`config.mk`:
```
export PLATFORM = sky130hd
export DESIGN_NAME = fetch_frontend
export DESIGN_NICKNAME = d
export VERILOG_FILES = /design/src/fetch_pkg.sv /design/src/fetch_frontend.sv /design/src/fetch_predecode.sv /design/src/ibus_request.sv /design/src/redirect_hold.sv /design/src/pc_gen.sv
export VERILOG_INCLUDE_DIRS = /design/src /design/src/include
export SDC_FILE = /design/constraint.sdc
export NUM_CORES = 1
export LEC_CHECK = 0
export BUFFER_PORTS_ARGS = -buffer_cell sky130_fd_sc_hd__clkbuf_2
export CORE_ASPECT_RATIO = 0.7
export CORE_MARGIN = 4
export CORE_UTILIZATION = 51
export DETAILED_ROUTE_END_ITERATION = 16
export GPL_TIMING_DRIVEN = 0
export PLACE_DENSITY = 0.77
export SETUP_SLACK_MARGIN = 0.15
export SLEW_MARGIN = 20
export SYNTH_ARGS = -nofsm -noshare
export SYNTH_HDL_FRONTEND = slang
export SYNTH_SLANG_ARGS = --single-unit
```
`constraint.sdc`:
```
create_clock -name clk -period 12 [get_ports clk]
set_clock_uncertainty 0.05 [all_clocks]
set_input_delay 1.8 -clock clk [delete_from_list [all_inputs] [get_ports clk]]
set_output_delay 1.8 -clock clk [all_outputs]
set_load 0.05 [all_outputs]
```
`src/include/fetch_defs.svh`:
```
`ifndef FETCH_DEFS_SVH
`define FETCH_DEFS_SVH

// first pair fetched after reset
`define RESET_PC 32'hbfc0_0000

// general exception vector, boot space
`define EXC_ENTRY 32'hbfc0_0380

// instruction and address width
`define WORD_W 32

// one response carries two words
`define PAIR_W 64

// packets decode can hold at reset
`define FETCH_CREDITS 4

// accepted requests still waiting for data
`define IBUS_MAX_OUTSTANDING 2

// jump opcodes, j_form
`define OP_J   6'd2
`define OP_JAL 6'd3

// conditional branch opcodes, i_form
`define OP_BEQ  6'd4
`define OP_BNE  6'd5
`define OP_BLEZ 6'd6
`define OP_BGTZ 6'd7

`endif
```
`src/fetch_pkg.sv`:
```
`default_nettype none

`include "fetch_defs.svh"

package fetch_pkg;

    // one instruction word, read as immediate form or jump form
    typedef union packed {
        struct packed {
            logic [5:0]  opcode;
            logic [4:0]  rs;
            logic [4:0]  rt;
            logic [15:0] imm;
        } i_form;
        struct packed {
            logic [5:0]  opcode;
            logic [25:0] index;
        } j_form;
    } instr_word_t;

    // encoding order is the priority order, exc highest
    typedef enum logic [1:0] {
        REDIR_BRANCH = 2'd0,
        REDIR_ERET   = 2'd1,
        REDIR_EXC    = 2'd2
    } redirect_kind_t;

    // target unused for REDIR_EXC
    typedef struct packed {
        logic                valid;
        redirect_kind_t      kind;
        logic [`WORD_W-1:0]  target;
    } redirect_req_t;

    typedef struct packed {
        logic               valid;
        logic [`WORD_W-1:0] addr;
    } ibus_req_t;

    typedef struct packed {
        logic               addr_ok;
        logic               data_ok;
        logic [`PAIR_W-1:0] data;
    } ibus_resp_t;

    typedef enum logic [1:0] {
        CTL_NONE   = 2'd0,
        CTL_BRANCH = 2'd1,
        CTL_JUMP   = 2'd2
    } ctl_kind_t;

    typedef struct packed {
        logic               valid;
        logic [`WORD_W-1:0] pc;
        instr_word_t        instr;
        ctl_kind_t          ctl;
        logic [`WORD_W-1:0] target;
    } fetch_slot_t;

    // slot[0] is the lower address of the pair
    typedef struct packed {
        logic             valid;
        logic             exc_misaligned;
        fetch_slot_t [1:0] slot;
    } fetch_pkt_t;

endpackage

`default_nettype wire

```
`src/fetch_frontend.sv`:
```
`timescale 1ns/1ns
`default_nettype none

`include "fetch_defs.svh"

module fetch_frontend (
    input  logic                    clk,
    input  logic                    reset,
    input  fetch_pkg::redirect_req_t backend_redirect,
    output fetch_pkg::ibus_req_t    ireq,
    input  fetch_pkg::ibus_resp_t   iresp,
    output fetch_pkg::fetch_pkt_t   fetch_pkt,
    input  logic                    credit_return
);

    // pc side
    logic [`WORD_W-1:0] pc;
    logic [`WORD_W-1:0] pair_addr;
    logic               req_allowed;
    logic               load_redirect;
    logic               halt;

    // bus side
    logic               req_accepted;
    logic               req_waiting;
    logic               resp_keep;
    logic [`WORD_W-1:0] resp_pc;

    fetch_pkg::redirect_req_t pending;
    fetch_pkg::redirect_req_t jump_redirect;

    pc_gen pc_gen_i (
        .clk,
        .reset,
        .pending,
        .req_accepted,
        .req_waiting,
        .halt,
        .pc,
        .pair_addr,
        .req_allowed,
        .load_redirect
    );

    redirect_hold redirect_hold_i (
        .clk,
        .reset,
        .backend_redirect,
        .jump_redirect,
        .load_redirect,
        .pending
    );

    // a pending redirect marks everything in flight as wrong path
    ibus_request ibus_request_i (
        .clk,
        .reset,
        .pc,
        .pair_addr,
        .req_allowed,
        .redirect_seen (pending.valid),
        .ireq,
        .iresp,
        .credit_return,
        .req_accepted,
        .req_waiting,
        .resp_keep,
        .resp_pc
    );

    fetch_predecode fetch_predecode_i (
        .clk,
        .reset,
        .resp_keep,
        .resp_data     (iresp.data),
        .resp_pc,
        .pc_misaligned (pc[1:0] != 2'b00),
        .fetch_pkt,
        .jump_redirect,
        .halt
    );

endmodule

`default_nettype wire

```
`src/fetch_predecode.sv`:
```
`timescale 1ns/1ns
`default_nettype none

`include "fetch_defs.svh"

module fetch_predecode (
    input  logic                     clk,
    input  logic                     reset,
    input  logic                     resp_keep,
    input  logic [`PAIR_W-1:0]       resp_data,
    input  logic [`WORD_W-1:0]       resp_pc,
    input  logic                     pc_misaligned,
    output fetch_pkg::fetch_pkt_t    fetch_pkt,
    output fetch_pkg::redirect_req_t jump_redirect,
    output logic                     halt
);

    localparam logic [`WORD_W-1:0] WORD_STEP = 4;

    fetch_pkg::fetch_pkt_t pkt_next;
    logic [`WORD_W-1:0]    pair_pc;
    logic                  halt_q;

    // tag one slot with its control kind and target
    function automatic fetch_pkg::fetch_slot_t decode_slot(
        input logic [`WORD_W-1:0]   spc,
        input fetch_pkg::instr_word_t w,
        input logic                 v
    );
        fetch_pkg::fetch_slot_t s;
        logic [`WORD_W-1:0]     pc_p4;
        pc_p4    = spc + WORD_STEP;
        s.valid  = v;
        s.pc     = spc;
        s.instr  = w;
        s.ctl    = fetch_pkg::CTL_NONE;
        s.target = '0;
        case (w.i_form.opcode)
            `OP_J, `OP_JAL: begin
                // region of the delay slot, index in words
                s.ctl    = fetch_pkg::CTL_JUMP;
                s.target = {pc_p4[`WORD_W-1 -: 4], w.j_form.index, 2'b00};
            end
            `OP_BEQ, `OP_BNE, `OP_BLEZ, `OP_BGTZ: begin
                // offset from the delay slot
                s.ctl    = fetch_pkg::CTL_BRANCH;
                s.target = pc_p4 + {{(`WORD_W - 18){w.i_form.imm[15]}},
                                    w.i_form.imm, 2'b00};
            end
            default: begin
                s.ctl = fetch_pkg::CTL_NONE;
            end
        endcase
        return s;
    endfunction

    assign pair_pc = {resp_pc[`WORD_W-1:3], 3'b000};

    always_comb begin
        pkt_next.valid          = 1'b1;
        pkt_next.exc_misaligned = pc_misaligned;
        // low word is the lower address
        // slot 0 dropped when the pc entered at the upper word
        pkt_next.slot[0] = decode_slot(pair_pc, resp_data[`WORD_W-1:0], !resp_pc[2]);
        pkt_next.slot[1] = decode_slot(pair_pc + WORD_STEP,
                                       resp_data[`PAIR_W-1:`WORD_W], 1'b1);
        if (pc_misaligned) begin
            // bad pc reported in slot 0, nothing to execute
            pkt_next.slot[0]       = '0;
            pkt_next.slot[0].pc    = resp_pc;
            pkt_next.slot[1]       = '0;
        end
    end

    always_ff @(posedge clk) begin
        if (reset) begin
            fetch_pkt.valid <= 1'b0;
        end else if (resp_keep) begin
            fetch_pkt <= pkt_next;
        end else begin
            fetch_pkt.valid <= 1'b0;
        end
    end

    // jump in slot 0, its delay slot already sits in slot 1
    always_comb begin
        jump_redirect.valid  = fetch_pkt.valid && !fetch_pkt.exc_misaligned &&
                               fetch_pkt.slot[0].valid &&
                               fetch_pkt.slot[0].ctl == fetch_pkg::CTL_JUMP;
        jump_redirect.kind   = fetch_pkg::REDIR_BRANCH;
        jump_redirect.target = fetch_pkt.slot[0].target;
    end

    always_ff @(posedge clk) begin
        if (reset) begin
            halt_q <= 1'b0;
        end else if (resp_keep && pc_misaligned) begin
            halt_q <= 1'b1;
        end else if (!pc_misaligned) begin
            halt_q <= 1'b0;
        end
    end

    // drops as soon as a redirect moves the pc off the bad address
    assign halt = halt_q && pc_misaligned;

endmodule

`default_nettype wire

```
`src/ibus_request.sv`:
```
`timescale 1ns/1ns
`default_nettype none

`include "fetch_defs.svh"

module ibus_request (
    input  logic                  clk,
    input  logic                  reset,
    input  logic [`WORD_W-1:0]    pc,
    input  logic [`WORD_W-1:0]    pair_addr,
    input  logic                  req_allowed,
    input  logic                  redirect_seen,
    output fetch_pkg::ibus_req_t  ireq,
    input  fetch_pkg::ibus_resp_t iresp,
    input  logic                  credit_return,
    output logic                  req_accepted,
    output logic                  req_waiting,
    output logic                  resp_keep,
    output logic [`WORD_W-1:0]    resp_pc
);

    localparam int MAX_OUT = `IBUS_MAX_OUTSTANDING;
    localparam int OUT_W   = $clog2(MAX_OUT + 1);
    localparam int CRED_W  = $clog2(`FETCH_CREDITS + 1);
    localparam int PTR_W   = $clog2(MAX_OUT);

    logic [OUT_W-1:0]  out_cnt;
    logic [OUT_W-1:0]  out_next;
    logic [OUT_W-1:0]  disc_cnt;
    logic [CRED_W-1:0] credits;
    logic              hold_req;
    logic              can_issue;
    logic              data_ok;
    logic              discard_now;
    logic              exc_grant;
    logic              exc_sent;

    // pc of each accepted request, oldest at rd_ptr
    logic [`WORD_W-1:0] pc_q [MAX_OUT];
    logic [PTR_W-1:0]   wr_ptr;
    logic [PTR_W-1:0]   rd_ptr;

    assign data_ok = iresp.data_ok;

    // a stalled request keeps valid up until addr_ok
    assign can_issue = req_allowed && (credits != '0) && (out_cnt < OUT_W'(MAX_OUT));
    assign ireq.valid = hold_req || can_issue;
    assign ireq.addr  = pair_addr;

    assign req_accepted = ireq.valid && iresp.addr_ok;
    assign req_waiting  = ireq.valid && !iresp.addr_ok;

    // wrong path, either marked earlier or in flight right now
    assign discard_now = data_ok && ((disc_cnt != '0) || redirect_seen);

    // misaligned pc gets one slot toward decode, no bus traffic
    // bus must be drained so it stays behind older packets
    assign exc_grant = (pc[1:0] != 2'b00) && !exc_sent && !redirect_seen &&
                       (out_cnt == '0) && (credits != '0);

    assign resp_keep = (data_ok && !discard_now) || exc_grant;
    assign resp_pc   = exc_grant ? pc : pc_q[rd_ptr];

    assign out_next = out_cnt + OUT_W'(req_accepted) - OUT_W'(data_ok);

    always_ff @(posedge clk) begin
        if (reset) begin
            out_cnt  <= '0;
            disc_cnt <= '0;
            credits  <= CRED_W'(`FETCH_CREDITS);
            hold_req <= 1'b0;
            exc_sent <= 1'b0;
            wr_ptr   <= '0;
            rd_ptr   <= '0;
        end else begin
            out_cnt  <= out_next;
            hold_req <= req_waiting;
            // redirect: whatever is still out after this edge is stale
            if (redirect_seen) begin
                disc_cnt <= out_next;
            end else if (data_ok && disc_cnt != '0) begin
                disc_cnt <= disc_cnt - 1'b1;
            end
            // spend on accept or exception slot, refund on return or drop
            credits <= credits + CRED_W'(credit_return) + CRED_W'(discard_now)
                     - CRED_W'(req_accepted) - CRED_W'(exc_grant);
            if (redirect_seen) begin
                exc_sent <= 1'b0;
            end else if (exc_grant) begin
                exc_sent <= 1'b1;
            end
            if (req_accepted) begin
                wr_ptr <= wr_ptr + 1'b1;
            end
            if (data_ok) begin
                rd_ptr <= rd_ptr + 1'b1;
            end
        end
    end

    // pc queue payload
    always_ff @(posedge clk) begin
        if (req_accepted) begin
            pc_q[wr_ptr] <= pc;
        end
    end

endmodule

`default_nettype wire

```
`src/redirect_hold.sv`:
```
`timescale 1ns/1ns
`default_nettype none

module redirect_hold (
    input  logic                     clk,
    input  logic                     reset,
    input  fetch_pkg::redirect_req_t backend_redirect,
    input  fetch_pkg::redirect_req_t jump_redirect,
    input  logic                     load_redirect,
    output fetch_pkg::redirect_req_t pending
);

    fetch_pkg::redirect_req_t held;
    fetch_pkg::redirect_req_t incoming;
    logic                     take_incoming;

    // back end resolves older instructions, so it beats predecode
    assign incoming = backend_redirect.valid ? backend_redirect : jump_redirect;

    // exc over eret over branch
    // equal kind, the newer one wins
    assign take_incoming = incoming.valid &&
                           (!held.valid || incoming.kind >= held.kind);

    // visible in the same cycle it arrives
    assign pending = take_incoming ? incoming : held;

    always_ff @(posedge clk) begin
        if (reset) begin
            held.valid <= 1'b0;
        end else if (load_redirect) begin
            // pc takes it on this edge
            held.valid <= 1'b0;
        end else begin
            held <= pending;
        end
    end

endmodule

`default_nettype wire

```
`src/pc_gen.sv`:
```
`timescale 1ns/1ns
`default_nettype none

`include "fetch_defs.svh"

module pc_gen (
    input  logic                     clk,
    input  logic                     reset,
    input  fetch_pkg::redirect_req_t pending,
    input  logic                     req_accepted,
    input  logic                     req_waiting,
    input  logic                     halt,
    output logic [`WORD_W-1:0]       pc,
    output logic [`WORD_W-1:0]       pair_addr,
    output logic                     req_allowed,
    output logic                     load_redirect
);

    // distance between two fetch pairs
    localparam logic [`WORD_W-1:0] PAIR_STEP = 8;

    logic [`WORD_W-1:0] pc_next;
    logic               pc_misaligned;

    assign pc_misaligned = pc[1:0] != 2'b00;

    // pair base, bit 2 dropped
    assign pair_addr = {pc[`WORD_W-1:3], 3'b000};

    // a waiting request pins the address, so redirect waits too
    assign load_redirect = pending.valid && !req_waiting;

    // no new request while a redirect is about to replace the pc
    assign req_allowed = !halt && !pc_misaligned && !pending.valid;

    always_comb begin
        pc_next = pc;
        if (load_redirect) begin
            if (pending.kind == fetch_pkg::REDIR_EXC) begin
                pc_next = `EXC_ENTRY;
            end else begin
                // eret and branch both carry their target
                pc_next = pending.target;
            end
        end else if (req_accepted) begin
            pc_next = pair_addr + PAIR_STEP;
        end
    end

    always_ff @(posedge clk) begin
        if (reset) begin
            pc <= `RESET_PC;
        end else begin
            pc <= pc_next;
        end
    end

endmodule

`default_nettype wire

```
==> run summary, run 1 <==
Outcome -> complete, no violations
1st-iter DRT viols -> 1734
Layout cells sized above 1 -> 22.6%
Number of I/O pins -> 337
Max stage delay cell, worst path -> a21oi_1
CP max FO -> 10
Synth cell count leaders -> edfxtp_1 (291), nor2_1 (151), a21oi_1 (138)
Clock buffer count from CTS -> 34
N_diodes -> 0
Post-DR vias/cell -> 5.93
Ys Warns -> 0
Peak supply drop -> 0.0941 mV
CTS clk-pin slew, worst paths -> 0.07 ns
Synth top area cells -> edfxtp_1 (49%), dfxtp_1 (5.2%), ha_1 (4.5%)
Clock tree buffer depth -> 3
Fin. Hold Viols -> 0
Fin crit share -> 62.9%
Post-synthesis sequential area ratio -> 54.3%
Post-route antenna net violation count -> 0
Std-Cell Rows -> 56
Clk_lat worst skew -> 0.54 ns
CTS tree -> built
Synth Instances -> 1609
Area added between synthesis and finish -> 21.0%
Gr usage total -> 30.2%
Leak pwr -> 8.72 nW
DRT Wirelength -> 59200 um
Critical Path Source Type -> primary input
Setup WS pre-CTS -> 4.07 ns
Total gr overflow -> 0
Mapped Avg Cell Area -> 11.0 um^2
Max Fclk -> 132 MHz
Area of the multi-input gates -> 7380 um^2
Worst rel slew slack -> 23.2%
Hold Crit Class -> reg2reg
Number of remaining DRC errors -> 0
Starting Density -> 52.4%
Setup TNS -> 0 ns
Post-synth EDFFs -> 291
Die W -> 231 um
Fill cell count -> 2759
Maxcap violations -> 0
RSZ-0062 raised after global routing -> false
Async set-reset flop share out of synthesis -> 0%
Count leader, synth -> edfxtp_1
Cell accounting for the most synthesized area -> edfxtp_1
Post-CTS Hold Fix Bufs -> 0
First-pass GRT wire length -> 86000 um
Slew @ Worst Pin -> 1.15 ns
Final net count -> 2163
Most used cell, CP -> clkbuf_1
GPL Wtd Cong -> 0.977
Final setup margin -> 4.45 ns
Pin count of the biggest net entering global routing -> 28
Critical path capture point type -> register
Main flop type after synthesis -> edfxtp_1
Vias in the first global route -> 13.8k
Post-CTS Repair Setup Buffers -> 0
Pwr/cell area -> 180 nW/um^2
Detailed-route via count -> 14.7k
Die span in y -> 164 um
CP arrival -> 7.79 ns
Required @ worst endpoint -> 12.24 ns
DIE AREA -> 37900 um^2
CTS sink cnt -> 337
R2R Setup Slk -> 4.96 ns
Core area -> 33900 um^2
Synthesized area -> 17800 um^2
Yosys top cell area share -> 49.2%
CP Cell Sequence -> clkbuf_1 > a311o_1 > nor2_1 > inv_2 > clkbuf_1 > clkbuf_1 > nor2_1 > a21oi_1 > xor2_1 > ha_1 > a21o_1 > or4_1 > a211oi_1 > o21bai_1 > a21o_1 > a21boi_0 > o21bai_1 > xor2_1 > a22o_1
Path type of the worst setup path -> in2reg
Dpl hpwl -> 45800 um
Port bufs -> 325
PostCTS Resize Cnt -> 0
Avg WL per Cell -> 23.9 um
Pins Over Slew Limit -> 0
Sequential cell area -> 9660 um^2
Largest stage delay, worst path -> 0.68 ns
Post-synthesis register bit count -> 337
Cell variety after synth -> 76
Initial antenna violation count -> 1
Minimum clock period after layout -> 7.55 ns
H-tree Lvls -> 2
Pre-Repair DR Iteration Count -> 6
Setup violators final -> 0
CTS root buf -> clkbuf_16
[cell usage in the layout, fill, tap and decap left out, types with 61 or more instances in the layout]
master	synthesis	routed
mux2i_1	62	62
ha_1	64	64
nand2_1	97	97
nor2_1	151	148
clkbuf_1	58	61
a21oi_1	138	137
edfxtp_1	291	291
and2_1	71	71
clkbuf_2	0	325
[path summary, 6_finish.rpt]
check / to / cells after the start / from
setup reg to reg: fetch_predecode_i.fetch_pkt[28]$_SDFFCE_PN0P_ / 20 / pc_gen_i.pc[0]$_SDFFE_PP0P_
hold reg to reg: ibus_request_i.pc_q[1][7]$_DFFE_PP_ / 0 / pc_gen_i.pc[7]$_SDFFE_PP0P_
hold / removal: ibus_request_i.pc_q[1][7]$_DFFE_PP_ / 0 / pc_gen_i.pc[7]$_SDFFE_PP0P_
setup / recovery: fetch_predecode_i.fetch_pkt[122]$_SDFFCE_PN0P_ / 19 / backend_redirect[34]
[where the power goes]
part / leakage (nW) / internal (mW) / switching, mW
Combinational: 5.12 / 0.417 / 0.891
Clock: 0.538 / 0.615 / 0.469
Sequential: 3.06 / 1.42 / 0.0730
Total: 8.72 / 2.45 / 1.43
[state kept, by name (all words and copies together), names as in the netlist, named ones only]
register                     flops
ibus_request_i.exc_sent          1
ibus_request_i.credits           3
ibus_request_i.out_cnt           2
ibus_request_i.hold_req          1
ibus_request_i.rd_ptr            1
redirect_hold_i.held            35
ibus_request_i.wr_ptr            1
ibus_request_i.disc_cnt          2
ibus_request_i.pc_q             64
pc_gen_i.pc                     32
fetch_predecode_i.fetch_pkt    194
[kinds of logic (layout without fill, tap and decap cells)]
family / after synthesis / in the layout / synth area share (%)
flip-flops: 337 / 337 / 54.3
adder cells (fa/ha/maj): 68 / 68 / 4.96
XOR/XNOR: 88 / 88 / 4.41
other: 1 / 9 / 0.0211
AND/OR/NAND/NOR: 460 / 460 / 12.7
buffers and inverters: 173 / 572 / 4.53
AO/OA/AOI/OAI: 418 / 418 / 15.4
multiplexers: 64 / 64 / 3.62
[cell type report]
cell class              count  area share [%]
clock buffers              40            4.25
multi-input cells        1107            34.3
clock inverters            21           0.931
flip-flops and latches    337            44.9
inverters                  61            1.06
repair buffers            338            9.14
well taps                 464            2.70
plain buffers             112            2.68
[through the flow]
stage	std cells	power (mW)	hold WS (ns)	utilization [%]	instance area, um^2
final	2480	3.88	0.450	63.4	21500
after global routing	2480	4.04	0.469	63.4	21500
after CTS	2480	3.87	0.447	63.4	21500
after detailed placement	2419	2.79	0.427	60.1	20400
after global placement	2406	2.76	0.411	59.0	20000
after floorplan	1617	2.40	0.397	-	17800
[critical path: cells and delay by family]
kind | cells | cell delay, ns
compound gates | 9 | 2.96
xor+xnor | 2 | 0.36
fa+ha+maj | 1 | 0.41
buf+inv | 4 | 1.52
simple gates | 3 | 0.72
[metal layers]
layer / global-route usage (%) / vias to the layer above / part of all wire, %
met1: 44.0 / 7064 / 43
met3: 8.76 / 105 / 12
met5: 0 / - / 0
met4: 8.71 / 0 / 2.8
met2: 44.0 / 838 / 42
li1: - / 6688 / -
(Power assumes the default switching activity.)
==> run 2, diff against run 1 <==
- CORE_UTILIZATION: 51 -> 56
- PLACE_DENSITY: 0.77 -> 0.81
- clock period: 12 -> 7.2 ns (I/O delays scaled with it)
==> run 2 against run 1 <==
Sequential power is 67% higher. Utilization is 5.2 points higher. Critical path depth is 2 higher. Register-to-register slack worse by 4.7 ns. Setup slack worse by 4.2 ns. Count of clock-buffer cells in the layout stayed put. Via count is 2.6% higher. Final cell count is 1.8% lower. Die area is 8.6% lower. Largest cell class unchanged.
==> run summary, run 2 (synthesis results as in run 1) <==
Path type of the worst setup path -> reg2reg
Number of I/O pins -> 337 (unchanged)
1st-iter DRT viols -> 1891 (+9.1%)
Required @ worst endpoint -> 7.44 ns (-4.80 ns)
Dpl hpwl -> 45500 um (-0.69%)
CTS sink cnt -> 337 (unchanged)
Initial antenna violation count -> 2 (+1)
Vias in the first global route -> 13.9k (+0.79%)
CTS tree -> built
Avg WL per Cell -> 24.5 um (+2.5%)
Setup violators final -> 0 (unchanged)
Pwr/cell area -> 302 nW/um^2 (+67%)
Hold Crit Class -> reg2reg
Std-Cell Rows -> 54 (-3.6%)
Worst rel slew slack -> 30.8% (+7.7 points)
Fin crit share -> 96.4%
Post-route antenna net violation count -> 0 (unchanged)
Buf/Inv on CP -> 3 (-1)
Register-to-Register Path Depth -> 21 (+5.0%)
Leak pwr -> 8.72 nW (about the same)
H-tree Lvls -> 2 (unchanged)
Post-CTS Repair Setup Buffers -> 0 (unchanged)
Pins Over Slew Limit -> 0 (unchanged)
Most frequent cells in the layout -> clkbuf_2 (329), edfxtp_1 (291), nor2_1 (148)
Cell family with most CP delay -> compound AO/OA/AOI/OAI gates
DRT Wirelength -> 59600 um (+0.66%)
Critical Path Source Type -> register
GPL Wtd Cong -> 0.947 (-3.0%)
Detailed-route via count -> 15.1k (+2.6%)
Gr usage total -> 33.0% (+2.8 points)
Clk_lat worst skew -> 0.55 ns (about the same)
Core area -> 31200 um^2 (-8.0%)
Largest regs -> fetch_predecode_i.fetch_pkt (194), ibus_request_i.pc_q (64), redirect_hold_i.held (35)
CP max FO -> 10 (unchanged)
Minimum clock period after layout -> 6.94 ns
Dpl cell area -> 20300 um^2 (-0.38%)
Reg-to-reg endpoint -> fetch_predecode_i.fetch_pkt[122]$_SDFFCE_PN0P_
Max FFs per register -> 194 (unchanged)
Peak supply drop -> 0.184 mV (+95%)
Reg2reg start -> pc_gen_i.pc[0]$_SDFFE_PP0P_
Die W -> 221 um (-4.4%)
Reg with most FFs -> fetch_predecode_i.fetch_pkt
Clock tree buffer depth -> 3 (unchanged)
Outcome -> complete, no violations
CP arrival -> 7.18 ns (-0.61 ns)
DIE AREA -> 34700 um^2 (-8.6%)
Max stage delay cell, worst path -> a21oi_1
Min-Delay Endpoint -> ibus_request_i.pc_q[0][7]$_DFFE_PP_
Hold Path Stages -> 0 (unchanged)
Largest stage delay, worst path -> 0.64 ns (-0.04 ns)
R2R Setup Slk -> 0.26 ns (-4.70 ns)
N_diodes -> 0 (unchanged)
Pin count of the biggest net entering global routing -> 28 (unchanged)
Commonest non-fill, non-tap cell in the layout -> clkbuf_2
CTS clk-pin slew, worst paths -> 0.07 ns (about the same)
Fin. Hold Viols -> 0 (unchanged)
First-pass GRT wire length -> 87600 um (+1.8%)
Die span in y -> 157 um (-4.3%)
Slew @ Worst Pin -> 1.03 ns (-0.115 ns)
Final core occ -> 68.6% (+5.2 points)
Starting Density -> 56.9% (+4.5 points)
Layout cells sized above 1 -> 22.6% (unchanged)
CTS root buf -> clkbuf_16
Total gr overflow -> 0 (unchanged)
Post-DR vias/cell -> 6.19 (+4.4%)
Critical path capture point type -> register
Max Fclk -> 144 MHz
Area added between synthesis and finish -> 20.4%
RSZ-0062 raised after global routing -> false
Number of remaining DRC errors -> 0 (unchanged)
Maxcap violations -> 0 (unchanged)
CP Cell Sequence -> or2_1 > buf_4 > inv_2 > or4b_4 > nor2_1 > inv_2 > a21oi_1 > nand2_1 > or2_2 > a211oi_1 > xor2_1 > ha_1 > a21o_1 > or4_1 > a211oi_1 > o21bai_1 > a21o_1 > a21boi_0 > o21bai_1 > xor2_1 > a22o_1
Pre-Repair DR Iteration Count -> 5 (-1)
Worst hold start -> pc_gen_i.pc[7]$_SDFFE_PP0P_
Port bufs -> 325 (unchanged)
Clock buffer count from CTS -> 34 (unchanged)
Final net count -> 2162 (-0.046%)
Finished layout cell area -> 21400 um^2 (-0.48%)
## run 2: cell types whose count changed in the layout (fill, tap and decap cells not counted), sizes merged
cell      delta
clkinvlp     -4
buf          -2
clkbuf       +1
clkinv       +5
## run 2: worst max-delay path by stage
stage	startpoint	slack [ns]	depth (start not counted)	endpoint
final	pc_gen_i.pc[0]$_SDFFE_PP0P_	0.26	21	fetch_predecode_i.fetch_pkt[122]$_SDFFCE_PN0P_
after global routing	pc_gen_i.pc[0]$_SDFFE_PP0P_	0.16	21	fetch_predecode_i.fetch_pkt[122]$_SDFFCE_PN0P_
after CTS	backend_redirect[34]	0.38	19	fetch_predecode_i.fetch_pkt[122]$_SDFFCE_PN0P_
after detailed placement	backend_redirect[34]	-0.15	19	fetch_predecode_i.fetch_pkt[122]$_SDFFCE_PN0P_
after global placement	backend_redirect[34]	-0.94	7	fetch_predecode_i.fetch_pkt[155]$_SDFFCE_PN0P_
after floorplan	backend_redirect[34]	1.01	7	fetch_predecode_i.fetch_pkt[101]$_SDFFCE_PN0P_
## run 2: layout make-up
type	instances	area, um^2
clock inverters	22	208
clock buffers	40	873
plain buffers	112	581
well taps	420	526
multi-input cells	1107	7380
fillers	2382	9810
inverters	61	229
flip-flops and latches	337	9660
repair buffers	337	1940
## run 2: repair_timing
action	CTS	global route
setup endpoints to repair	0	9
hold endpoints to repair	0	0
hold buffers	0	0
resized for setup	0	9
## run 2: report_power, final
part	internal [mW]	switching [mW]	total (mW)	leakage [nW]
Combinational	0.695	1.50	2.20	5.12
Clock	0.988	0.788	1.78	0.532
Sequential	2.36	0.125	2.49	3.06
## run 2: stage by stage
step	cells	TNS [ns]	power [mW]	hold WS, ns	setup slack [ns]
finish	2436	0	6.46	0.438	0.258
global route	2436	0	6.69	0.462	0.163
CTS	2436	0	6.41	0.438	0.378
detailed placement	2374	-0.148	4.65	0.429	-0.148
global placement	2362	-176.61	4.57	0.426	-0.939
floorplan	1617	0	3.99	0.397	1.01
## run 2: metal layers
layer | up-vias | part of all wire [%] | GRT usage (%)
met5 | - | 0 | 0
met4 | 0 | 2.1 | 7.16
met3 | 83 | 12 | 8.22
met2 | 1000 | 44 | 49.9
met1 | 7297 | 42 | 48.8
li1 | 6696 | - | -
==> run 3, diff against run 2 <==
- CELL_PAD_IN_SITES_DETAIL_PLACEMENT: not set -> 2
- CELL_PAD_IN_SITES_GLOBAL_PLACEMENT: not set -> 2
- CORE_UTILIZATION: 56 -> 36
- PLACE_DENSITY: 0.81 -> not set
- PLACE_DENSITY_LB_ADDON: not set -> 0.1
==> run 3 against run 2 <==
Global-route usage fell by 6.0 points. Setup slack gained 0.091 ns. Via count shrank 0.17%. Sequential power barely moved. Wire length up 24%. Clock power up 6%. Critical path depth shrank 3. Critical endpoint is now fetch_predecode_i.fetch_pkt[130]$_SDFFCE_PN0P_. Highest routed layer is now met5.
==> run summary, run 3 (synthesis results as in run 1) <==
Outcome -> complete, no violations
Initial antenna violation count -> 5 (+3)
Post-route antenna net violation count -> 0 (unchanged)
Fill cell count -> 5087 (+110%)
Final net count -> 2167 (+0.23%)
N_diodes -> 0 (unchanged)
Std-Cell Rows -> 67 (+24%)
Leak pwr -> 8.78 nW (+0.73%)
Internal power -> 4.12 mW (+1.9%)
Most frequent cells in the layout -> clkbuf_2 (330), edfxtp_1 (291), nor2_1 (148)
First-pass GRT wire length -> 106000 um (+22%)
Starting Density -> 36.7% (-20 points)
Path type of the worst setup path -> in2reg
Number of I/O pins -> 337 (unchanged)
Pins Over Slew Limit -> 0 (unchanged)
DIE AREA -> 53000 um^2 (+53%)
Maxcap violations -> 0 (unchanged)
CTS root buf -> clkbuf_16
Detailed-route via count -> 15.1k (-0.17%)
Total gr overflow -> 0 (unchanged)
Sequential cell area -> 9660 um^2 (about the same)
DRT Wirelength -> 74100 um (+24%)
Max stage delay cell, worst path -> clkbuf_1
Buf/Inv on CP -> 2 (-1)
Dpl hpwl -> 57700 um (+27%)
CP arrival -> 7.09 ns (-0.09 ns)
Minimum clock period after layout -> 6.85 ns (-0.0905 ns)
Clock tree buffer depth -> 3 (unchanged)
Area of the multi-input gates -> 7430 um^2 (+0.61%)
Area added between synthesis and finish -> 23.0%
Post-DR vias/cell -> 5.63 (-9.1%)
H-tree Lvls -> 2 (unchanged)
Pin count of the biggest net entering global routing -> 27 (-3.6%)
Avg WL per Cell -> 27.7 um (+13%)
CTS sink cnt -> 337 (unchanged)
Largest regs -> fetch_predecode_i.fetch_pkt (194), ibus_request_i.pc_q (64), redirect_hold_i.held (35)
Critical Path Source Type -> primary input
Max FFs per register -> 194 (unchanged)
CTS tree -> built
CP max FO -> 10 (unchanged)
Number of remaining DRC errors -> 0 (unchanged)
Cell family with most CP delay -> compound AO/OA/AOI/OAI gates
Max Fclk -> 146 MHz (+1.3%)
Clk_lat worst skew -> 0.54 ns (about the same)
P_sw -> 2.55 mW (+5.6%)
Switching share of power -> 38.2% (+0.82 points)
Peak supply drop -> 0.147 mV (-20%)
Largest stage delay, worst path -> 0.65 ns (about the same)
Pwr/cell area -> 305 nW/um^2 (+1.2%)
Die span in y -> 194 um (+23%)
Slew @ Worst Pin -> 0.939 ns (-0.0957 ns)
Core area -> 48400 um^2 (+55%)
Vias in the first global route -> 15.4k (+10%)
DP Cell Count -> 2612 (+10%)
Combinational power share -> 34.4% (+0.4 points)
Setup TNS -> 0 ns (unchanged)
Reg with most FFs -> fetch_predecode_i.fetch_pkt
Dpl cell area -> 20600 um^2 (+1.7%)
CP Cell Sequence -> clkbuf_1 > a311o_1 > clkbuf_1 > nor3_1 > a21oi_1 > nand2_1 > or4b_4 > nor3_1 > o211ai_1 > xnor2_1 > ha_1 > nand4_1 > o41ai_1 > nand2_1 > a221oi_2 > a31oi_1 > xor2_1 > o21ai_1
Die W -> 274 um (+24%)
Post-CTS Repair Setup Buffers -> 0 (unchanged)
Port bufs -> 325 (unchanged)
Commonest non-fill, non-tap cell in the layout -> clkbuf_2
Fin. Hold Viols -> 0 (unchanged)
Worst rel slew slack -> 37.4% (+6.6 points)
Finished Layout Cells -> 2675 (+9.8%)
Layout cells sized above 1 -> 23.2% (+0.60 points)
Clock buffer count from CTS -> 37 (+8.8%)
Hold slack -> 0.481 ns (+0.0428 ns)
Post-CTS Hold Fix Bufs -> 0 (unchanged)
GPL Wtd Cong -> 0.881 (-7.0%)
Hold Crit Class -> reg2reg
Required @ worst endpoint -> 7.44 ns (about the same)
CTS clk-pin slew, worst paths -> 0.06 ns (about the same)
Fin crit share -> 95.2% (-1.3 points)
Sequential group share of total power -> 37.4% (-1.1 points)
Critical path capture point type -> register
Pre-Repair DR Iteration Count -> 5 (unchanged)
Gr usage total -> 26.9% (-6.0 points)
Setup violators final -> 0 (unchanged)
Finished layout cell area -> 21900 um^2 (+2.1%)
RSZ-0062 raised after global routing -> false
1st-iter DRT viols -> 1194 (-37%)
Clock power frac -> 28.2% (+0.7 points)
[run 3: cell count changes in the layout (fill, tap and decap cells not counted), sizes merged]
cell           previous run  this run
buf                      65        66
clkbuf                  424       437
inv                      63        62
clkinv                   16         8
bufinv                    3         1
clkdlybuf4s15             0         1
[run 3: worst register-to-register path, stage by stage (launching register included)]
cell and delay (ns):
edfxtp_1 0.45, nor3b_1 0.44, a311o_1 0.60, clkbuf_1 0.66, nor3_1 0.14, a21oi_1 0.43, nand2_1 0.16, or4b_4 0.63
nor3_1 0.40, o211ai_1 0.17, xnor2_1 0.19, ha_1 0.47, nand4_1 0.19, o41ai_1 0.47, nand2_1 0.21, a221oi_2 0.43
a31oi_1 0.16, xor2_1 0.22, o21ai_1 0.08
[run 3: timing repair]
item,4_1_cts,5_1_grt
hold endpoints to repair,0,0
endpoints found under the setup margin,9,20
resized for setup,5,17
gates cloned,0,0
[run 3: through the flow]
stage | utilization (%) | power (mW) | setup WS (ns)
6_report | 45.2 | 6.67 | 0.349
4_1_cts | 45.1 | 6.68 | 0.160
3_5_place_dp | 42.7 | 4.78 | -0.390
2_1_floorplan | - | 3.99 | 1.01
5_1_grt | 45.2 | 6.97 | 0.182
3_3_place_gp | 41.9 | 4.66 | -1.57
[run 3: layer usage]
metal / routed length, um / global-route usage (%)
met1: 33200 / 38.1
met2: 33800 / 42.5
met5: 10 / 0
met3: 5400 / 5.83
met4: 1700 / 6.09
[run 3: power by group through the flow]
stage,clock [mW],combinational (mW),sequential [mW]
floorplan,0,1.22,2.77
global placement,0,2.12,2.55
detailed placement,0,2.25,2.53
CTS,1.92,2.27,2.49
global route,1.99,2.46,2.51
finish,1.88,2.30,2.50
[run 3: cell type report]
| class | instances | area share (%) |
|---|---|---|
| Buffer | 111 | 2.68 |
| Clock buffer | 53 | 4.79 |
| Clock inverter | 11 | 0.435 |
| Inverter | 61 | 1.05 |
| Multi-Input combinational cell | 1107 | 34.0 |
| Sequential cell | 337 | 44.2 |
| Tap cell | 655 | 3.75 |
| Timing Repair Buffer | 340 | 9.09 |
[run 3: final timing paths]
path / to / from / cells past startpoint / slack [ns]
setup / recovery: fetch_predecode_i.fetch_pkt[130]$_SDFFCE_PN0P_ / backend_redirect[34] / 18 / 0.35
hold / removal: ibus_request_i.rd_ptr$_SDFFE_PP0P_ / ibus_request_i.rd_ptr$_SDFFE_PP0P_ / 2 / 0.48
setup reg to reg: fetch_predecode_i.fetch_pkt[130]$_SDFFCE_PN0P_ / fetch_predecode_i.fetch_pkt[198]$_DFFE_PP_ / 18 / 0.41
hold reg to reg: ibus_request_i.rd_ptr$_SDFFE_PP0P_ / ibus_request_i.rd_ptr$_SDFFE_PP0P_ / 2 / 0.48
